## src/source/la_pkg.sv

```systemverilog
package la_pkg;

   localparam int probe_width    = 9;
   localparam int trig_sel_width = 4;
   localparam int group_width    = 3;
   localparam int depth_width    = 32;
   localparam int ds_width       = 16;
   localparam int sync_stages    = 2;
   localparam int apb_addr_width = 8;
   localparam int apb_data_width = 32;

   // Register map
   localparam logic [apb_addr_width-1:0] addr_ctrl       = 8'h00;
   localparam logic [apb_addr_width-1:0] addr_trigger    = 8'h04;
   localparam logic [apb_addr_width-1:0] addr_group      = 8'h08;
   localparam logic [apb_addr_width-1:0] addr_depth      = 8'h0C;
   localparam logic [apb_addr_width-1:0] addr_downsample = 8'h10;
   localparam logic [apb_addr_width-1:0] addr_status     = 8'h14; // Read only

   localparam logic [group_width-1:0] group_io    = 3'd0;
   localparam logic [group_width-1:0] group_user  = 3'd1;
   localparam logic [group_width-1:0] group_debug = 3'd2;
   localparam logic [group_width-1:0] group_ramp  = 3'd3;

   localparam logic [probe_width-1:0] pattern_fixed = 9'h155; // Even channels high
   localparam logic [depth_width-1:0] depth_reset   = 32'd2;

   typedef struct packed {
      logic                      psel;
      logic                      penable;
      logic                      pwrite;
      logic [apb_addr_width-1:0] paddr;
      logic [apb_data_width-1:0] pwdata;
   } apb_req_t;

   typedef struct packed {
      logic [apb_data_width-1:0] prdata;
      logic                      pready;
      logic                      pslverr;
   } apb_rsp_t;

   typedef struct packed {
      logic [3:0] io;
      logic [1:0] hs;
      logic       aux;
      logic       trig;
      logic [7:0] user;
      logic       user_clk;
      logic [8:0] debug;
   } probe_in_t;

   typedef struct packed {
      logic [trig_sel_width-1:0] trig_sel;
      logic                      trig_invert;
      logic                      manual;     // Level ORed into the trigger source
      logic [group_width-1:0]    group;
      logic [depth_width-1:0]    depth;
      logic [ds_width-1:0]       downsample;
   } la_cfg_t;

   // Channel n in bits 2n+1:2n, older sample in the high bit
   typedef logic [probe_width-1:0][1:0] sample_word_t;

endpackage

```

## src/source/la_capture.sv

```systemverilog
`timescale 1ns/1ps

module la_capture (
   input  logic                           observer_clk,
   input  logic                           reset,
   input  logic                           capture_go,
   input  logic [la_pkg::probe_width-1:0] sample,
   input  logic [la_pkg::depth_width-1:0] depth,
   input  logic [la_pkg::ds_width-1:0]    downsample,
   output logic                           capturing,
   output logic                           capture_go_taken,
   output logic                           fifo_wr,
   output la_pkg::sample_word_t           fifo_wr_data,
   output logic                           capture_start,
   output logic                           capture_done
);

   logic [la_pkg::ds_width-1:0]    ds_count;
   logic [la_pkg::depth_width-1:0] sample_count;
   logic                           capturing_r;
   logic                           pair_odd; // Older half of a pair is held
   logic                           ds_tick;
   logic                           take;

   assign capture_go_taken = capture_go & ~capturing;
   assign ds_tick          = (ds_count == downsample);
   assign take             = capturing & ds_tick;

   // Downsample counter, restarted on every accepted start
   always_ff @(posedge observer_clk) begin
      if (reset) begin
         ds_count <= '0;
      end else if (capture_go_taken || ds_tick) begin
         ds_count <= '0;
      end else begin
         ds_count <= ds_count + 1'b1;
      end
   end

   always_ff @(posedge observer_clk) begin
      if (reset) begin
         capturing    <= 1'b0;
         capturing_r  <= 1'b0;
         pair_odd     <= 1'b0;
         fifo_wr      <= 1'b0;
         sample_count <= '0;
      end else begin
         capturing_r <= capturing;
         fifo_wr     <= 1'b0;
         if (capture_go_taken) begin
            capturing    <= 1'b1;
            pair_odd     <= 1'b0;
            sample_count <= '0;
         end else if (take) begin
            pair_odd     <= ~pair_odd;
            fifo_wr      <= pair_odd; // Second sample completes the word
            sample_count <= sample_count + 1'b1;
            if (sample_count == depth - 1'b1) begin
               capturing <= 1'b0;
            end
         end
      end
   end

   // Two-deep history per channel, shifted on each sample
   always_ff @(posedge observer_clk) begin
      if (take) begin
         for (int ch = 0; ch < la_pkg::probe_width; ch++) begin
            fifo_wr_data[ch] <= {fifo_wr_data[ch][0], sample[ch]};
         end
      end
   end

   assign capture_start = capturing & ~capturing_r;
   assign capture_done  = capturing_r & ~capturing;

endmodule

```

## src/source/la_probe_mux.sv

```systemverilog
`timescale 1ns/1ps

module la_probe_mux (
   input  logic                           observer_clk,
   input  logic                           reset,
   input  la_pkg::probe_in_t              probes,
   input  logic [la_pkg::group_width-1:0] group,
   output logic [la_pkg::probe_width-1:0] sample
);

   logic [la_pkg::probe_width-1:0] ramp;
   logic [la_pkg::probe_width-1:0] sample_next;

   // Free-running test pattern
   always_ff @(posedge observer_clk) begin
      if (reset) begin
         ramp <= '0;
      end else begin
         ramp <= ramp + 1'b1;
      end
   end

   always_comb begin
      case (group)
         la_pkg::group_io:
            sample_next = {1'b0, probes.trig, probes.aux, probes.hs, probes.io};
         la_pkg::group_user:
            sample_next = {probes.user_clk, probes.user};
         la_pkg::group_debug:
            sample_next = probes.debug;
         la_pkg::group_ramp:
            sample_next = ramp;
         default:
            sample_next = la_pkg::pattern_fixed; // Unused codes
      endcase
   end

   // One cycle of latency into the capture engine
   always_ff @(posedge observer_clk) begin
      sample <= sample_next;
   end

endmodule

```

## src/source/la_regs.sv

```systemverilog
`timescale 1ns/1ps

module la_regs (
   input  logic              observer_clk,
   input  logic              reset,
   input  la_pkg::apb_req_t  apb,
   output la_pkg::apb_rsp_t  apb_rsp,
   input  logic              capturing,
   input  logic              capture_go_taken,
   output la_pkg::la_cfg_t   cfg,
   output logic              arm
);

   logic                              wr_en;
   logic                              addr_hit;
   logic                              status_wr;
   logic [la_pkg::apb_data_width-1:0] rd_data;

   assign wr_en     = apb.psel & apb.penable & apb.pwrite; // Zero wait states
   assign status_wr = apb.pwrite & (apb.paddr == la_pkg::addr_status);

   // Read mux and address decode
   always_comb begin
      addr_hit = 1'b1;
      rd_data  = '0;
      case (apb.paddr)
         la_pkg::addr_ctrl:       rd_data[1:0] = {cfg.manual, arm};
         la_pkg::addr_trigger:    rd_data[la_pkg::trig_sel_width:0] = {cfg.trig_invert, cfg.trig_sel};
         la_pkg::addr_group:      rd_data[la_pkg::group_width-1:0] = cfg.group;
         la_pkg::addr_depth:      rd_data = cfg.depth;
         la_pkg::addr_downsample: rd_data[la_pkg::ds_width-1:0] = cfg.downsample;
         la_pkg::addr_status:     rd_data[1:0] = {capturing, arm};
         default:                 addr_hit = 1'b0;
      endcase
   end

   assign apb_rsp.prdata  = (apb.psel && !apb.pwrite) ? rd_data : '0;
   assign apb_rsp.pready  = 1'b1;
   assign apb_rsp.pslverr = apb.psel & apb.penable & (~addr_hit | status_wr);

   always_ff @(posedge observer_clk) begin
      if (reset) begin
         cfg.trig_sel    <= '0;
         cfg.trig_invert <= 1'b0;
         cfg.manual      <= 1'b0;
         cfg.group       <= '0;
         cfg.depth       <= la_pkg::depth_reset;
         cfg.downsample  <= '0;
      end else if (wr_en) begin
         case (apb.paddr)
            la_pkg::addr_ctrl:
               cfg.manual <= apb.pwdata[1];
            la_pkg::addr_trigger: begin
               cfg.trig_sel    <= apb.pwdata[la_pkg::trig_sel_width-1:0];
               cfg.trig_invert <= apb.pwdata[la_pkg::trig_sel_width];
            end
            la_pkg::addr_group:
               cfg.group <= apb.pwdata[la_pkg::group_width-1:0];
            la_pkg::addr_depth:
               cfg.depth <= apb.pwdata[la_pkg::depth_width-1:0];
            la_pkg::addr_downsample:
               cfg.downsample <= apb.pwdata[la_pkg::ds_width-1:0];
            default: ;
         endcase
      end
   end

   // Arm is set by software, cleared by the capture engine on start
   always_ff @(posedge observer_clk) begin
      if (reset) begin
         arm <= 1'b0;
      end else if (wr_en && apb.paddr == la_pkg::addr_ctrl && apb.pwdata[0]) begin
         arm <= 1'b1;
      end else if (capture_go_taken) begin
         arm <= 1'b0;
      end
   end

endmodule

```

## src/source/la_top.sv

```systemverilog
`timescale 1ns/1ps

module la_top (
   input  logic                 observer_clk,
   input  logic                 reset,
   input  la_pkg::apb_req_t     apb,
   output la_pkg::apb_rsp_t     apb_rsp,
   input  la_pkg::probe_in_t    probes,
   output logic                 fifo_wr,
   output la_pkg::sample_word_t fifo_wr_data,
   output logic                 capture_start,
   output logic                 capture_done
);

   la_pkg::la_cfg_t                cfg;
   logic                           arm;
   logic                           capturing;
   logic                           capture_go;
   logic                           capture_go_taken;
   logic [la_pkg::probe_width-1:0] sample;

   la_regs u_regs (
      .observer_clk     (observer_clk),
      .reset            (reset),
      .apb              (apb),
      .apb_rsp          (apb_rsp),
      .capturing        (capturing),
      .capture_go_taken (capture_go_taken),
      .cfg              (cfg),
      .arm              (arm)
   );

   la_trigger u_trigger (
      .observer_clk (observer_clk),
      .reset        (reset),
      .probes       (probes),
      .cfg          (cfg),
      .arm          (arm),
      .capturing    (capturing),
      .capture_go   (capture_go)
   );

   la_probe_mux u_probe_mux (
      .observer_clk (observer_clk),
      .reset        (reset),
      .probes       (probes),
      .group        (cfg.group),
      .sample       (sample)
   );

   la_capture u_capture (
      .observer_clk     (observer_clk),
      .reset            (reset),
      .capture_go       (capture_go),
      .sample           (sample),
      .depth            (cfg.depth),
      .downsample       (cfg.downsample),
      .capturing        (capturing),
      .capture_go_taken (capture_go_taken),
      .fifo_wr          (fifo_wr),
      .fifo_wr_data     (fifo_wr_data),
      .capture_start    (capture_start),
      .capture_done     (capture_done)
   );

endmodule

```

## src/source/la_trigger.sv

```systemverilog
`timescale 1ns/1ps

module la_trigger (
   input  logic              observer_clk,
   input  logic              reset,
   input  la_pkg::probe_in_t probes,
   input  la_pkg::la_cfg_t   cfg,
   input  logic              arm,
   input  logic              capturing,
   output logic              capture_go
);

   logic [la_pkg::trig_sel_width-1:0] user_idx;
   logic                              pin;
   logic                              trig_src;
   logic [la_pkg::sync_stages-1:0]    sync;
   logic                              sync_prev; // Last stage, one cycle older

   assign user_idx = cfg.trig_sel - 4'd4;

   // Source select
   always_comb begin
      case (cfg.trig_sel)
         4'd0, 4'd1, 4'd2, 4'd3: pin = probes.io[cfg.trig_sel[1:0]];
         4'd12:                  pin = probes.hs[0];
         4'd13:                  pin = probes.hs[1];
         4'd14:                  pin = probes.aux;
         4'd15:                  pin = probes.trig;
         default:                pin = probes.user[user_idx[2:0]]; // Codes 4 to 11
      endcase
   end

   assign trig_src = (pin ^ cfg.trig_invert) | cfg.manual;

   always_ff @(posedge observer_clk) begin
      if (reset) begin
         sync       <= '0;
         sync_prev  <= 1'b0;
         capture_go <= 1'b0;
      end else begin
         sync      <= {sync[la_pkg::sync_stages-2:0], trig_src};
         sync_prev <= sync[la_pkg::sync_stages-1];
         // Rising edge only counts while armed and idle
         capture_go <= sync[la_pkg::sync_stages-1] & ~sync_prev & arm & ~capturing;
      end
   end

endmodule

```

## config.mk

```make
export PLATFORM = sky130hd
export DESIGN_NAME = la_top
export DESIGN_NICKNAME = d
export VERILOG_FILES = /design/src/source/la_pkg.sv /design/src/source/la_capture.sv /design/src/source/la_probe_mux.sv /design/src/source/la_regs.sv /design/src/source/la_top.sv /design/src/source/la_trigger.sv
export SDC_FILE = /design/constraint.sdc
export NUM_CORES = 1
export LEC_CHECK = 0
export CAP_MARGIN = 10
export CORE_MARGIN = 4
export CORE_UTILIZATION = 55
export DETAILED_ROUTE_END_ITERATION = 12
export DONT_BUFFER_PORTS = 1
export GPL_ROUTABILITY_DRIVEN = 0
export PLACE_DENSITY = 0.8
export SETUP_SLACK_MARGIN = 0.15
export SLEW_MARGIN = 0
export SYNTH_ARGS = -nofsm -noshare
export SYNTH_HDL_FRONTEND = slang
export SYNTH_SLANG_ARGS = --single-unit
export TNS_END_PERCENT = 1
```

## constraint.sdc

```tcl
create_clock -name observer_clk -period 2.35 [get_ports observer_clk]
set_input_delay 0.235 -clock observer_clk [delete_from_list [all_inputs] [get_ports observer_clk]]
set_output_delay 0.235 -clock observer_clk [all_outputs]
set_load 0.005 [all_outputs]
```

==> reports/metrics.csv <==
stage,metric,value,unit
run_status,status,finished with violations,
run_status,failing checks,negative setup slack,
clock_tree,clock latency on the worst-skew pair,440,ps
clock_tree,htree depth,4,
route,Routed Antenna Nets,0,
sta,worst clock skew,9.29,ps
sta,RSZ-0062 raised after global routing,yes,
yosys,Main synth FF type,dfxtp_1,
yosys,cell area after synthesis,0.00764,mm2
critical_path,data required time of the worst path,2700,ps
floorplan,IO Count,126,
critical_path,Levels on crit path,8,
global_route,total grt overflow,0,
worst_hold_path,hold path startpoint,probes[9],
power_and_ir_drop,static leakage,0.00333,uW
critical_path,Critical R2R Launch,u_regs.cfg[18],
clock_tree,Bufs on Longest Clock Path,2,
worst_hold_path,hold depth,2,
global_route,number of antenna violations at the first check in global routing,0,
layout,fillers,972,
placement,IO buf count,0,
critical_path,critical path's top delay family,simple AND/OR/NAND/NOR gates,
sta,final setup vio count,1,
sta,min Tclk post-route,2390,ps
critical_path,number of buffers and inverters on the critical path,1,
yosys,synth unique cells,63,
sta,Fin Hold WS,64.7,ps
power_and_ir_drop,Peak VDD IR,0.477,mV
sta,Slew HR,56.6,%
global_route,first-pass GRT wire length,32.2,mm
floorplan,num rows,42,
critical_path,"slowest stage delay, CP",470,ps
worst_hold_path,hold path endpoint,u_probe_mux.sample[8],
route,Routed WL,20.2,mm
critical_path,Crit Path Category,reg2reg,
critical_path,worst path arrival time,2740,ps
clock_tree,Post-CTS Setup Repair Bufs,0,
sta,slack of the critical path,-37.7,ps
route,detailed router's first-iteration violation count,601,
layout,area of the multi-input gates,0.00436,mm2
critical_path,CP cell instances,buf_4 > or4_1 > nor3_1 > nor2_1 > o311ai_0 > a21oi_1 > and4_1 > a211oi_1,
sta,Fin. Hold Viols,0,
clock_tree,CTS tree,built,
placement,DP Wirelength,14.1,mm
route,WL/cell,17.5,um
yosys,syn_nets,974,
clock_tree,clock sinks,150,
floorplan,Die Y,126,um
layout,# diodes,0,
yosys,number of synthesized flops with an enable pin,18,
flow_run,Max Cap Viol,0,
yosys,share of flip-flops with an asynchronous set or reset,0,%
yosys,sequential fraction of the synthesis area,41.7,%
route,DR vias/cell,5.85,
layout,Layout Utilization,69.7,%
sta,setup TNS,-37.7,ps
clock_tree,TritonCTS buffer count,17,
floorplan,core area,0.0134,mm2
global_route,largest net degree at the start of global routing,72,
layout,Register Area,0.00321,mm2
yosys,cell count after synthesis,897,
sta,Final Cycle Share,102,%
critical_path,CP Max Fanout,4,
route,Residual DRC,0,
critical_path,slowest stage cell on the critical path,or4_1,
floorplan,die footprint,0.0158,mm2
sta,Worst Tran Pin Value,649,ps
critical_path,logic depth of the worst register-to-register path,8,
placement,pre-CTS WS,-49.9,ps
critical_path,Setup crit start,u_regs.cfg[18],
critical_path,Worst R2R End,u_capture.capturing,
route,DR vias,6739,
clock_tree,clk root buf,clkbuf_16,
layout,nets,1039,
layout,Layout area overhead,22.4,%
sta,Max Fclk,0.419,GHz
layout,share of layout cells above drive strength 1,19.2,%
route,drt first pass iters,5,
yosys,"flops & latches, synth",150,
yosys,Mapped Avg Cell Area,8.51,um2
global_route,GRT Util Overall,25.0,%
critical_path,"setup slack, reg-to-reg",-40,ps
power_and_ir_drop,Total Power,5520,uW
critical_path,Startpoint Class,flip-flop,
floorplan,Die Width,126,um
floorplan,initial core utilization,57.0,%
power_and_ir_drop,P per Cell Area,590,mW/mm2
clock_tree,clock slew at reported path FFs,60,ps
sta,Slew Limit Fails,0,
worst_hold_path,worst hold path class,in2reg,
global_route,vias in the first global route,6415,
critical_path,CP endpoint kind,flip-flop,
yosys,synth warn,0,
where the power goes:
group          total, uW  switching (uW)  internal (uW)
Clock               2750            1160           1600
Sequential          2610            8.92           2600
Combinational        157            77.5           79.5
metrics by stage:
| stage | area (um2) | std cells |
|---|---|---|
| 2_1_floorplan | 7670 | 897 |
| 3_3_place_gp | 8150 | 1085 |
| 3_5_place_dp | 8150 | 1085 |
| 4_1_cts | 9150 | 1151 |
| 5_1_grt | 9350 | 1151 |
| 6_report | 9350 | 1151 |
timing repair:
item | 4_1_cts | 5_1_grt
endpoints found under the hold margin | 74 | 0
hold buffers | 34 | 0
endpoints found under the setup margin | 20 | 30
pin swaps | 1 | 17
resized for setup | 10 | 52
synthesized netlist by cell type (all sizes together), types with 2 or more instances:
master | number | area [um2]
a21o | 2 | 15.0
a21oi | 66 | 330
a22o | 2 | 17.5
a22oi | 15 | 113
a31oi | 8 | 50.1
and2 | 19 | 120
and3 | 14 | 87.6
and3b | 2 | 17.5
and4 | 3 | 26.3
buf | 11 | 61.3
clkbuf | 45 | 189
dfxtp | 132 | 2640
edfxtp | 18 | 541
ha | 6 | 75.1
inv | 19 | 71.3
mux2 | 2 | 22.5
mux2i | 14 | 140
mux4 | 12 | 270
nand2 | 137 | 517
nand3 | 33 | 165
nand4 | 11 | 68.8
nor2 | 99 | 372
nor2b | 11 | 68.8
nor3 | 25 | 130
nor3b | 2 | 20.0
nor4 | 13 | 96.3
nor4b | 5 | 43.8
o211ai | 2 | 15.0
o21ai | 19 | 95.1
o311ai | 3 | 26.3
o31a | 2 | 17.5
or2 | 7 | 43.8
or3 | 13 | 81.3
or4 | 8 | 67.6
xnor2 | 62 | 543
xor2 | 38 | 333
per-layer routing:
layer | GRT usage, % | wire length [um]
met2 | 42.0 | 9650
met1 | 31.6 | 8500
met5 | 0 | 0
met3 | 5.59 | 1380
met4 | 9.65 | 627
registers in the layout, indices dropped and copies added, names as in the netlist:
name and flops:
u_capture.capturing 1, u_probe_mux.ramp 9, u_capture.capturing_r 1, u_capture.ds_count 16
u_trigger.capture_go 1, u_regs.arm 1, u_capture.fifo_wr_data 18, u_trigger.sync_prev 1
u_trigger.sync 2, u_regs.cfg 57, u_capture.pair_odd 1, u_capture.fifo_wr 1
u_capture.sample_count 32, u_probe_mux.sample 9
worst max-delay path by stage:
stage | endpoint | slack, ps
after floorplan | u_capture.capturing | 20
after global placement | u_capture.capturing | 10
after detailed placement | u_capture.capturing | -50
after CTS | u_capture.capturing | 30
after global routing | u_capture.capturing | -120
final | u_capture.capturing | -40
logic make-up after synthesis:
family	count (synthesis)	synth area share, %
AO/OA/AOI/OAI	128	9.91
buffers and inverters	76	4.34
multiplexers	28	5.67
XOR/XNOR	100	11.5
adder cells (fa/ha/maj)	6	0.983
AND/OR/NAND/NOR	408	25.9
other	1	0.0491
flip-flops	150	41.7
final cells by class:
| class | instances | share of cell area [%] |
|---|---|---|
| clock buffers | 18 | 4.59 |
| multi-input cells | 671 | 46.6 |
| well taps | 176 | 2.36 |
| inverters | 19 | 0.763 |
| repair buffers | 103 | 9.59 |
| clock inverters | 14 | 1.75 |
| flip-flops and latches | 150 | 34.3 |
cell usage in the layout, fill, tap and decap left out, types with 18 or more instances in the layout:
cell and count:
dfxtp_2 19, dlygate4sd3_1 33, nor3_1 18, nor2_1 98
nand3_1 31, xor2_1 38, nand2_1 135, xnor2_1 56
a21oi_1 65, dfxtp_1 113, buf_4 66, edfxtp_1 18
No activity file was read; power rests on OpenSTA's default activity.
